===== src/verilog/cp0Pkg.sv =====
/*
 * CP0 shared definitions: register selectors, exception types and codes,
 * field positions, reset values and the constant identity words
 */
package cp0Pkg;

    typedef logic [31:0] word_t;
    typedef logic [7:0]  cp0Addr_t;     // Register number * 8 + select
    typedef logic [4:0]  excCode_t;

    typedef enum logic [3:0] {
        excIntr,
        excCpU,
        excRi,
        excOv,
        excTrap,
        excSysCall,
        excBp,
        excAdEL,
        excAdES,
        excEret
    } excType_t;

    // Register number in the upper five bits, select in the lower three
    localparam cp0Addr_t addrBadVAddr = {5'd8,  3'd0};
    localparam cp0Addr_t addrCount    = {5'd9,  3'd0};
    localparam cp0Addr_t addrCompare  = {5'd11, 3'd0};
    localparam cp0Addr_t addrStatus   = {5'd12, 3'd0};
    localparam cp0Addr_t addrCause    = {5'd13, 3'd0};
    localparam cp0Addr_t addrEpc      = {5'd14, 3'd0};
    localparam cp0Addr_t addrPrId     = {5'd15, 3'd0};
    localparam cp0Addr_t addrConfig   = {5'd16, 3'd0};
    localparam cp0Addr_t addrConfig1  = {5'd16, 3'd1};

    localparam excCode_t codeIntr    = 5'd0;
    localparam excCode_t codeAdEL    = 5'd4;
    localparam excCode_t codeAdES    = 5'd5;
    localparam excCode_t codeSysCall = 5'd8;
    localparam excCode_t codeBp      = 5'd9;
    localparam excCode_t codeRi      = 5'd10;
    localparam excCode_t codeCpU     = 5'd11;
    localparam excCode_t codeOv      = 5'd12;
    localparam excCode_t codeTrap    = 5'd13;

    localparam int hwIntWidth = 6;

    // Low bit of each field
    localparam int statusCu0   = 28;
    localparam int statusBev   = 22;
    localparam int statusIm    = 8;     // IM is 8 bits wide
    localparam int statusUm    = 4;
    localparam int statusErl   = 2;
    localparam int statusExl   = 1;
    localparam int statusIe    = 0;
    localparam int causeIv     = 23;
    localparam int causeIpSoft = 8;     // IP[1:0]
    localparam int configK0    = 0;

    localparam logic [2:0] k0Reset = 3'd2;  // Uncached

    // Company 0x01, processor 0x80
    localparam word_t prIdValue = {8'h00, 8'h01, 8'h80, 8'h00};

    // Config1 set-count codes, 64 sets shifted by the code
    localparam logic [2:0] iCacheSets = 3'd1;
    localparam logic [2:0] dCacheSets = 3'd1;

    // M set, little endian, MIPS32 R1, MT = no MMU, K0 filled in by the register
    localparam word_t configReadOnly = {
        1'b1, 6'b0, 9'b0, 1'b0, 2'b0, 3'b0, 3'b000, 3'b0, 1'b0, 3'b0
    };

    // No Config2, MMU size 0, 64-byte lines, direct mapped
    localparam word_t config1Value = {
        1'b0,
        6'd0,
        iCacheSets, 3'd5, 3'd0,
        dCacheSets, 3'd5, 3'd0,
        7'b0
    };

endpackage


===== src/verilog/cp0AccessDecode.sv =====
/*
 * CP0 access decoder: turns the software address into write strobes
 * and picks the read word
 */
module cp0AccessDecode (
    input  cp0Pkg::cp0Addr_t addr_i,
    input  logic             wen_i,
    input  logic             excFlag_i,
    input  cp0Pkg::word_t    statusWord_i,
    input  cp0Pkg::word_t    causeWord_i,
    input  cp0Pkg::word_t    configWord_i,
    input  cp0Pkg::word_t    epcWord_i,
    input  cp0Pkg::word_t    badVAddrWord_i,
    input  cp0Pkg::word_t    countWord_i,
    input  cp0Pkg::word_t    compareWord_i,
    output logic             wrBadVAddr_o,
    output logic             wrCount_o,
    output logic             wrCompare_o,
    output logic             wrStatus_o,
    output logic             wrCause_o,
    output logic             wrEpc_o,
    output logic             wrConfig_o,
    output cp0Pkg::word_t    rdata_o
);

    logic wrEn;

    // Exception entry always wins over a software write
    assign wrEn = wen_i & ~excFlag_i;

    always_comb begin
        wrBadVAddr_o = 1'b0;
        wrCount_o    = 1'b0;
        wrCompare_o  = 1'b0;
        wrStatus_o   = 1'b0;
        wrCause_o    = 1'b0;
        wrEpc_o      = 1'b0;
        wrConfig_o   = 1'b0;
        rdata_o      = '0;

        case (addr_i)
            cp0Pkg::addrBadVAddr: begin
                wrBadVAddr_o = wrEn;
                rdata_o      = badVAddrWord_i;
            end
            cp0Pkg::addrCount: begin
                wrCount_o = wrEn;
                rdata_o   = countWord_i;
            end
            cp0Pkg::addrCompare: begin
                wrCompare_o = wrEn;
                rdata_o     = compareWord_i;
            end
            cp0Pkg::addrStatus: begin
                wrStatus_o = wrEn;
                rdata_o    = statusWord_i;
            end
            cp0Pkg::addrCause: begin
                wrCause_o = wrEn;
                rdata_o   = causeWord_i;
            end
            cp0Pkg::addrEpc: begin
                wrEpc_o = wrEn;
                rdata_o = epcWord_i;
            end
            cp0Pkg::addrConfig: begin
                wrConfig_o = wrEn;
                rdata_o    = configWord_i;
            end
            cp0Pkg::addrPrId:    rdata_o = cp0Pkg::prIdValue;     // Read only
            cp0Pkg::addrConfig1: rdata_o = cp0Pkg::config1Value;
            default:             rdata_o = '0;
        endcase
    end

endmodule


===== src/verilog/cp0StatusCause.sv =====
/*
 * Status, Cause and Config K0 registers with exception entry and ERET
 */
module cp0StatusCause (
    input  logic                          clk,
    input  logic                          rst,
    input  logic [cp0Pkg::hwIntWidth-1:0] hwInt_i,
    input  cp0Pkg::word_t                 wdata_i,
    input  logic                          wrStatus_i,
    input  logic                          wrCause_i,
    input  logic                          wrConfig_i,
    input  logic                          excFlag_i,
    input  cp0Pkg::excType_t              excType_i,
    input  logic [1:0]                    excCpNum_i,
    input  logic                          inSlot_i,
    output cp0Pkg::word_t                 statusWord_o,
    output cp0Pkg::word_t                 causeWord_o,
    output cp0Pkg::word_t                 configWord_o,
    output logic                          captureEpc_o,
    output logic                          captureBadVAddr_o,
    output logic                          userMode_o
);

    logic       cu0, bev, um, erl, exl, ie;
    logic [7:0] im;

    logic                          bd;
    logic [1:0]                    ce;
    logic                          iv;
    logic [cp0Pkg::hwIntWidth-1:0] ipHw;
    logic [1:0]                    ipSoft;
    cp0Pkg::excCode_t              excCode;
    logic [2:0]                    k0;

    logic             isEntry;
    logic             isEret;
    cp0Pkg::excCode_t entryCode;

    always_comb begin
        isEntry   = 1'b1;
        isEret    = 1'b0;
        entryCode = cp0Pkg::codeIntr;
        case (excType_i)
            cp0Pkg::excIntr:    entryCode = cp0Pkg::codeIntr;
            cp0Pkg::excCpU:     entryCode = cp0Pkg::codeCpU;
            cp0Pkg::excRi:      entryCode = cp0Pkg::codeRi;
            cp0Pkg::excOv:      entryCode = cp0Pkg::codeOv;
            cp0Pkg::excTrap:    entryCode = cp0Pkg::codeTrap;
            cp0Pkg::excSysCall: entryCode = cp0Pkg::codeSysCall;
            cp0Pkg::excBp:      entryCode = cp0Pkg::codeBp;
            cp0Pkg::excAdEL:    entryCode = cp0Pkg::codeAdEL;
            cp0Pkg::excAdES:    entryCode = cp0Pkg::codeAdES;
            cp0Pkg::excEret: begin
                isEntry = 1'b0;
                isEret  = 1'b1;
            end
            default:            isEntry = 1'b0;
        endcase
    end

    // Nested exceptions keep the first EPC
    assign captureEpc_o      = excFlag_i & isEntry & ~exl;
    assign captureBadVAddr_o = excFlag_i & (excType_i == cp0Pkg::excAdEL ||
                                            excType_i == cp0Pkg::excAdES);

    always_ff @(posedge clk or posedge rst) begin
        if (rst) begin
            cu0     <= 1'b0;
            bev     <= 1'b1;
            im      <= '0;
            um      <= 1'b0;
            erl     <= 1'b1;
            exl     <= 1'b0;
            ie      <= 1'b0;
            bd      <= 1'b0;
            ce      <= '0;
            iv      <= 1'b0;
            ipHw    <= '0;
            ipSoft  <= '0;
            excCode <= cp0Pkg::codeIntr;
            k0      <= cp0Pkg::k0Reset;
        end else begin
            ipHw <= hwInt_i;   // One cycle behind the pins

            if (excFlag_i) begin
                if (isEntry) begin
                    exl     <= 1'b1;
                    excCode <= entryCode;
                    if (!exl) begin
                        bd <= inSlot_i;
                    end
                    if (excType_i == cp0Pkg::excCpU) begin
                        ce <= excCpNum_i;
                    end
                end else if (isEret) begin
                    exl <= 1'b0;
                end
            end else begin
                if (wrStatus_i) begin
                    cu0 <= wdata_i[cp0Pkg::statusCu0];
                    bev <= wdata_i[cp0Pkg::statusBev];
                    im  <= wdata_i[cp0Pkg::statusIm +: 8];
                    um  <= wdata_i[cp0Pkg::statusUm];
                    erl <= wdata_i[cp0Pkg::statusErl];
                    exl <= wdata_i[cp0Pkg::statusExl];
                    ie  <= wdata_i[cp0Pkg::statusIe];
                end
                if (wrCause_i) begin
                    iv     <= wdata_i[cp0Pkg::causeIv];
                    ipSoft <= wdata_i[cp0Pkg::causeIpSoft +: 2];
                end
                if (wrConfig_i) begin
                    k0 <= wdata_i[cp0Pkg::configK0 +: 3];
                end
            end
        end
    end

    assign statusWord_o = {
        3'b0, cu0, 5'b0, bev, 6'b0, im, 3'b0, um, 1'b0, erl, exl, ie
    };

    assign causeWord_o = {
        bd, 1'b0, ce, 4'b0, iv, 7'b0, ipHw, ipSoft, 1'b0, excCode, 2'b0
    };

    always_comb begin
        configWord_o = cp0Pkg::configReadOnly;
        configWord_o[cp0Pkg::configK0 +: 3] = k0;
    end

    assign userMode_o = um & ~(erl | exl);

endmodule


===== src/verilog/cp0ExcAddr.sv =====
/*
 * EPC and BadVAddr, loaded on exception entry or by software
 */
module cp0ExcAddr (
    input  logic          clk,
    input  logic          rst,
    input  cp0Pkg::word_t pc_i,
    input  cp0Pkg::word_t excBadAddr_i,
    input  logic          inSlot_i,
    input  logic          captureEpc_i,
    input  logic          captureBadVAddr_i,
    input  cp0Pkg::word_t wdata_i,
    input  logic          wrEpc_i,
    input  logic          wrBadVAddr_i,
    output cp0Pkg::word_t epcWord_o,
    output cp0Pkg::word_t badVAddrWord_o
);

    cp0Pkg::word_t epc;
    cp0Pkg::word_t badVAddr;
    cp0Pkg::word_t excPc;

    // Delay slot faults restart at the branch
    assign excPc = inSlot_i ? pc_i - 32'd4 : pc_i;

    always_ff @(posedge clk or posedge rst) begin
        if (rst) begin
            epc <= '0;
        end else if (captureEpc_i) begin
            epc <= excPc;
        end else if (wrEpc_i) begin
            epc <= wdata_i;
        end
    end

    always_ff @(posedge clk or posedge rst) begin
        if (rst) begin
            badVAddr <= '0;
        end else if (captureBadVAddr_i) begin
            badVAddr <= excBadAddr_i;
        end else if (wrBadVAddr_i) begin
            badVAddr <= wdata_i;
        end
    end

    assign epcWord_o      = epc;
    assign badVAddrWord_o = badVAddr;

endmodule


===== src/verilog/cp0Timer.sv =====
/*
 * Count and Compare with the sticky timer interrupt
 */
module cp0Timer (
    input  logic          clk,
    input  logic          rst,
    input  cp0Pkg::word_t wdata_i,
    input  logic          wrCount_i,
    input  logic          wrCompare_i,
    output cp0Pkg::word_t countWord_o,
    output cp0Pkg::word_t compareWord_o,
    output logic          timerInt_o
);

    cp0Pkg::word_t count;
    cp0Pkg::word_t compare;
    logic          hit;

    assign hit = (compare != '0) && (count == compare);   // Zero disables

    always_ff @(posedge clk or posedge rst) begin
        if (rst) begin
            count      <= '0;
            compare    <= '0;
            timerInt_o <= 1'b0;
        end else begin
            count <= wrCount_i ? wdata_i : count + 32'd1;

            if (wrCompare_i) begin
                compare    <= wdata_i;
                timerInt_o <= 1'b0;   // Acknowledge
            end else if (hit) begin
                timerInt_o <= 1'b1;
            end
        end
    end

    assign countWord_o   = count;
    assign compareWord_o = compare;

endmodule


===== src/verilog/cp0Top.sv =====
/*
 * CP0 top level: address decoder beside the Status/Cause, exception
 * address and timer register blocks
 */
module cp0Top (
    input  logic                          clk,
    input  logic                          rst,
    input  logic [cp0Pkg::hwIntWidth-1:0] hwInt_i,
    input  cp0Pkg::cp0Addr_t              addr_i,
    input  logic                          wen_i,
    input  cp0Pkg::word_t                 wdata_i,
    input  logic                          excFlag_i,
    input  cp0Pkg::excType_t              excType_i,
    input  logic [1:0]                    excCpNum_i,
    input  cp0Pkg::word_t                 pc_i,
    input  cp0Pkg::word_t                 excBadAddr_i,
    input  logic                          inSlot_i,
    output cp0Pkg::word_t                 rdata_o,
    output cp0Pkg::word_t                 status_o,
    output cp0Pkg::word_t                 cause_o,
    output cp0Pkg::word_t                 epc_o,
    output cp0Pkg::word_t                 config_o,
    output logic                          userMode_o,
    output logic                          timerInt_o
);

    logic wrBadVAddr, wrCount, wrCompare, wrStatus, wrCause, wrEpc, wrConfig;
    logic captureEpc, captureBadVAddr;

    cp0Pkg::word_t statusWord, causeWord, configWord;
    cp0Pkg::word_t epcWord, badVAddrWord;
    cp0Pkg::word_t countWord, compareWord;

    cp0AccessDecode cp0AccessDecode_i (
        .addr_i         (addr_i),
        .wen_i          (wen_i),
        .excFlag_i      (excFlag_i),
        .statusWord_i   (statusWord),
        .causeWord_i    (causeWord),
        .configWord_i   (configWord),
        .epcWord_i      (epcWord),
        .badVAddrWord_i (badVAddrWord),
        .countWord_i    (countWord),
        .compareWord_i  (compareWord),
        .wrBadVAddr_o   (wrBadVAddr),
        .wrCount_o      (wrCount),
        .wrCompare_o    (wrCompare),
        .wrStatus_o     (wrStatus),
        .wrCause_o      (wrCause),
        .wrEpc_o        (wrEpc),
        .wrConfig_o     (wrConfig),
        .rdata_o        (rdata_o)
    );

    cp0StatusCause cp0StatusCause_i (
        .clk               (clk),
        .rst               (rst),
        .hwInt_i           (hwInt_i),
        .wdata_i           (wdata_i),
        .wrStatus_i        (wrStatus),
        .wrCause_i         (wrCause),
        .wrConfig_i        (wrConfig),
        .excFlag_i         (excFlag_i),
        .excType_i         (excType_i),
        .excCpNum_i        (excCpNum_i),
        .inSlot_i          (inSlot_i),
        .statusWord_o      (statusWord),
        .causeWord_o       (causeWord),
        .configWord_o      (configWord),
        .captureEpc_o      (captureEpc),
        .captureBadVAddr_o (captureBadVAddr),
        .userMode_o        (userMode_o)
    );

    cp0ExcAddr cp0ExcAddr_i (
        .clk               (clk),
        .rst               (rst),
        .pc_i              (pc_i),
        .excBadAddr_i      (excBadAddr_i),
        .inSlot_i          (inSlot_i),
        .captureEpc_i      (captureEpc),
        .captureBadVAddr_i (captureBadVAddr),
        .wdata_i           (wdata_i),
        .wrEpc_i           (wrEpc),
        .wrBadVAddr_i      (wrBadVAddr),
        .epcWord_o         (epcWord),
        .badVAddrWord_o    (badVAddrWord)
    );

    cp0Timer cp0Timer_i (
        .clk           (clk),
        .rst           (rst),
        .wdata_i       (wdata_i),
        .wrCount_i     (wrCount),
        .wrCompare_i   (wrCompare),
        .countWord_o   (countWord),
        .compareWord_o (compareWord),
        .timerInt_o    (timerInt_o)
    );

    // Register words for the pipeline
    assign status_o = statusWord;
    assign cause_o  = causeWord;
    assign epc_o    = epcWord;
    assign config_o = configWord;

endmodule


===== config.mk =====
export PLATFORM = sky130hd
export DESIGN_NAME = cp0Top
export DESIGN_NICKNAME = d
export VERILOG_FILES = /design/src/verilog/cp0Pkg.sv /design/src/verilog/cp0AccessDecode.sv /design/src/verilog/cp0StatusCause.sv /design/src/verilog/cp0ExcAddr.sv /design/src/verilog/cp0Timer.sv /design/src/verilog/cp0Top.sv
export SDC_FILE = /design/constraint.sdc
export NUM_CORES = 1
export LEC_CHECK = 0
export ABC_CLOCK_PERIOD_IN_PS = 6900
export BUFFER_PORTS_ARGS = -buffer_cell sky130_fd_sc_hd__buf_2
export CAP_MARGIN = 15
export CORE_MARGIN = 2
export CORE_UTILIZATION = 27
export CTS_CLUSTER_SIZE = 10
export DETAILED_ROUTE_END_ITERATION = 10
export GPL_TIMING_DRIVEN = 0
export PLACE_DENSITY = 0.57
export SLEW_MARGIN = 20
export SYNTH_ARGS = -nofsm -noshare
export SYNTH_HDL_FRONTEND = slang
export SYNTH_SLANG_ARGS = --single-unit

===== constraint.sdc =====
create_clock -name clk -period 6.9 [get_ports clk]
set_input_delay 0.69 -clock clk [delete_from_list [all_inputs] [get_ports clk]]
set_output_delay 0.69 -clock clk [all_outputs]
set_load 0.01 [all_outputs]

# Word level (Yosys, flattened, before mapping)
# Cells that the tools add are included.
# totals
elab_cells	89
register_bits	163
input_bits	121
out_inout_bits	162
# classes
bitwise_logic	9
n_reduce_logical	16
n_mux	23
addsub	2
n_eq_ne	20
# op_table
cell	n
32-bit case mux with 9 select lines	1
32-bit two-way mux	6
8-bit by 7-bit equality test with 1-bit output (second input constant)	7
32-bit by 1-bit adder with 32-bit output (second input constant)	1
32-bit equality test	1
4-bit case mux with 8 select lines	1
32-bit nonzero test	1
32-bit by 3-bit subtractor with 32-bit output (second input constant)	1
4-bit by 3-bit equality test with 1-bit output (second input constant)	4
8-bit equality test (second input constant)	2
1-bit two-way mux	15
2-bit AND reduction	5
9-bit OR reduction	1
4-bit by 2-bit equality test with 1-bit output (second input constant)	2
4-bit equality test (second input constant)	2
2-bit nonzero test	4
3-bit AND reduction	2
1-bit AND	5
4-bit by 1-bit equality test with 1-bit output (second input constant)	1
4-bit logical NOT	1
3-bit by 1-bit inequality test with 1-bit output (second input constant)	1
1-bit inverter	3
1-bit logical AND	1
1-bit logical OR	1
1-bit OR	1

# Logic depth before layout (Yosys ltp)
# logic_depth
ltp_word	6
depth_mapped	8

# Cells and area by module
# From an unflattened synthesis, not the netlist that was laid out.
# unflattened
hier_cells	1151
hier_area_um2	10944.2
# by_module_without_submodules
mod	cells_per_inst	area_per_inst_um2	seq_area_each_um2	n_inst
cp0ExcAddr	381	3619.7	1601.5	1
cp0Timer	331	3422.0	1626.6	1
cp0AccessDecode	272	2028.2	0.0	1
cp0StatusCause	167	1874.3	829.5	1

# Worst setup path before layout
# No wires, ideal clock.
# synth_path
kind	input to output
start	input port addr_i[0]
end	output port rdata_o[10]
arrival_ns	2.262
t_required_ns	6.210
cell_stages	5
path_slack_ns	3.948
cell_sequence	or4b_1 -> nor3_1 -> clkbuf_1 -> a221oi_1 -> nand3_1
# synth_via
elab_chain_len	2
# synth_lines
item	line	source
start, declared	cp0Top.sv:9	input cp0Pkg::cp0Addr_t addr_i,
8-bit equality test or 8-bit by 7-bit equality test with 1-bit output (tied branches)	cp0AccessDecode.sv:41	case (addr_i)
32-bit case mux with 9 select lines *	cp0AccessDecode.sv:41	
end, declared	cp0Top.sv:18	output cp0Pkg::word_t rdata_o,
# Mark *: on every way between the ends. The rest lies on a longest branch, timed or not.

# Worst setup path after layout
# layout_path
start	input port addr_i[5]
end	output port rdata_o[10]
# The elaborated chain is that of the path after synthesis.

==> reports/metrics.yaml <==
clock.fmax_ghz: 0.228
max_cap_violations: 0
fillers: 3777
fp.dieW_um: 194
cts-root-buf: "clkbuf_16"
gr-total-overflow: 0
netlist.area_leader.share_pct: 40.8
ios: 283
rows: 69
dp_hpwl_um: 29700
worst-setup-path-type: "primary input to output port"
numPortBuffers: 216
grt_pass1_wl_um: 56500
drive_gt1_share_pct: 30.0
post_cts_buffers: 0
syn_inst: 973
post-route-min-period_ps: 4380
maxSlewViolCount: 0
rrSetupSlack_ps: 4390
drtIter0Drc: 855
drt_wl_total_um: 38400
yosysWarnings: 0
max_slew_margin_pct: 28.8
p_leak_nw: 6.11
rsz0062_at_grt: "false"
skew_ps: 11.2
crit_required_ps: 6210
end_kind: "output port"
vias: 8818
grt_max_degree: 93
setup_viol: 0
async_flop_share_pct: 100
synthTopCellsByArea: "dfrtp_1 (41%), mux2i_1 (8.8%), buf_4 (5.7%)"
hold_class: "primary input to asynchronous set/reset pin"
cp_max_fo: 10
cts_tree: "done"
r2r_end: "cp0Timer_i.countWord_o[28]"
cp.arrival_ps: 3690
yosysMostFrequentCell: "dfrtp_1"
cts_buffers: 17
cts.clk_slew.worst_paths_ps: 70
synth_cell_types: 52
via_per_inst: 5.05
regArea_um2: 4060
netlist_area_um2: 9750
synthFlopType: "dfrtp_1"
clk_path_buf_depth: 2
start_util_pct: 27.4
routabilityCongestion: 0.895
yosysTopAreaCell: "dfrtp_1"
fin_nets: 1394
setup_tns_ps: 0
worstMarginPinSlew_ps: 1070
ant_nets: 0
vdd_ir_drop_max_mv: 0.172
antenna_found_initial: 1
dieArea_um2: 37700
die_h_um: 194
syn_area_per_cell_um2: 10.0
syn_to_final_growth_pct: 25.7
grt_pass1_vias: 8568
powerDensity_nw_per_um2: 222
ctsHoldBuffers: 0
core_area_um2: 35600
synth-seq-area-share_pct: 41.6
power.total_mw: 2.73
multiInputGateArea_um2: 5100
hold_viol_final: 0
synthTopCellsByCount: "dfrtp_1 (159), nor2_1 (91), mux2i_1 (86), a21oi_1 (79), buf_4 (74)"
drc: 0
insertion_delay_ps: 450
finalCritPeriodShare_pct: 63.5
status: "completed"
ctsHtreeMaxLevel: 4
synth_edf_count: 0
grt_use_total_pct: 20.0
cts_sinks: 162
rr_startpoint: "cp0Timer_i.countWord_o[2]"
r2r.worst_path.cells: 6
wl_per_cell_um: 22.0
dr.pass1.iters: 6
cp-start-kind: "primary input"
cts-resized-gates: 0
ys_ff_latch: 162
==> where the power goes <==
| group | leakage (nW) | total (mW) | internal [mW] | switching [mW] |
|---|---|---|---|---|
| Clock | 0.283 | 0.957 | 0.509 | 0.448 |
| Combinational | 3.90 | 0.530 | 0.240 | 0.290 |
| Sequential | 1.93 | 1.24 | 1.09 | 0.152 |
| Total | 6.11 | 2.73 | 1.84 | 0.891 |
==> layout by cell type (no fill, tap or decap), types with 4 or more instances in the layout <==
cell and n:
inv_6 6, nor2_1 91, a222oi_1 31, nand2b_1 4
dfrtp_1 159, xnor2_1 50, nand4_1 8, or4_1 5
or3_1 8, nand3_1 20, o21ai_0 6, nor4_2 11
and3_1 4, mux2_1 35, and4_1 5, inv_1 10
mux2_2 24, buf_2 224, mux2i_1 86, conb_1 63
clkbuf_1 42, a221oi_1 6, clkbuf_16 17, nor4_1 21
nand2_1 63, buf_4 74, a22oi_1 17, nor3_1 19
xor2_1 40, a21oi_1 79
==> worst max path at each step <==
stage,depth (start not counted),slack [ps],end,from
after global routing,7,2420,rdata_o[11],addr_i[5]
after global placement,2,-390,cp0ExcAddr_i.badVAddrWord_o[25],rst
after detailed placement,7,2550,rdata_o[10],addr_i[0]
after floorplan,1,1840,cp0ExcAddr_i.badVAddrWord_o[0],rst
final,7,2520,rdata_o[10],addr_i[5]
after CTS,7,2550,rdata_o[10],addr_i[0]
==> kinds of logic (layout without fill, tap and decap cells) <==
family	count (synthesis)	after routing	share of synthesized area (%)
and+or+nand+nor	286	286	15.8
DFF	162	162	41.6
AOI/OAI and AO/OA	146	146	9.99
muxes	145	145	15.6
buffers and inverters	140	390	8.52
xor gates and xnor gates	90	90	8.08
adders and majority gates	2	2	0.257
other	2	64	0.0770
==> layout make-up <==
class / count / share of cell area, %
multi-input cells: 732 / 41.6
flip-flops and latches: 162 / 33.1
repair buffers: 218 / 9.08
plain buffers: 129 / 6.44
well taps: 461 / 4.70
clock buffers: 17 / 3.47
clock inverters: 15 / 1.21
inverters: 11 / 0.398
diodes: 1 / 0.0204
==> layer usage <==
layer | GRT usage (%) | share of wire (%) | wire length, um | vias to the layer above
met5 | 0 | 0 | 0 | -
met4 | 8.33 | 3.2 | 1240 | 0
met3 | 3.06 | 6.7 | 2550 | 68
met2 | 33.0 | 48 | 18500 | 429
met1 | 26.0 | 42 | 16100 | 4346
li1 | - | - | - | 3975
==> flip-flops by register name, summed over array words and instances (netlist names), 2 cells and up <==
name	flops
cp0ExcAddr_i.badVAddrWord_o	32
cp0ExcAddr_i.epcWord_o	32
cp0Timer_i.compareWord_o	32
cp0Timer_i.countWord_o	32
cp0StatusCause_i.im	8
cp0StatusCause_i.ipHw	6
cp0StatusCause_i.excCode	4
cp0StatusCause_i.k0	3
cp0StatusCause_i.ce	2
cp0StatusCause_i.ipSoft	2
==> worst max-delay path, stage by stage <==
cell,delay [ps]
clkbuf_1,420
nand3b_1,240
nor3_1,860
clkbuf_1,860
a221oi_1,230
nand3_1,200
buf_2,170
==> metrics by stage <==
step / instances / utilization, % / setup WS (ps) / instance area [um2] / hold slack (ps)
3_5_place_dp: 1713 / 32.9 / 2550 / 11700 / 500
4_1_cts: 1745 / 34.5 / 2550 / 12300 / 325
6_report: 1746 / 34.5 / 2520 / 12300 / 336
5_1_grt: 1746 / 34.5 / 2420 / 12300 / 329
2_1_floorplan: 1034 / - / 1840 / 9980 / 488
3_3_place_gp: 1711 / 32.7 / -390 / 11600 / 503
Power figures use the tool's default switching activity.
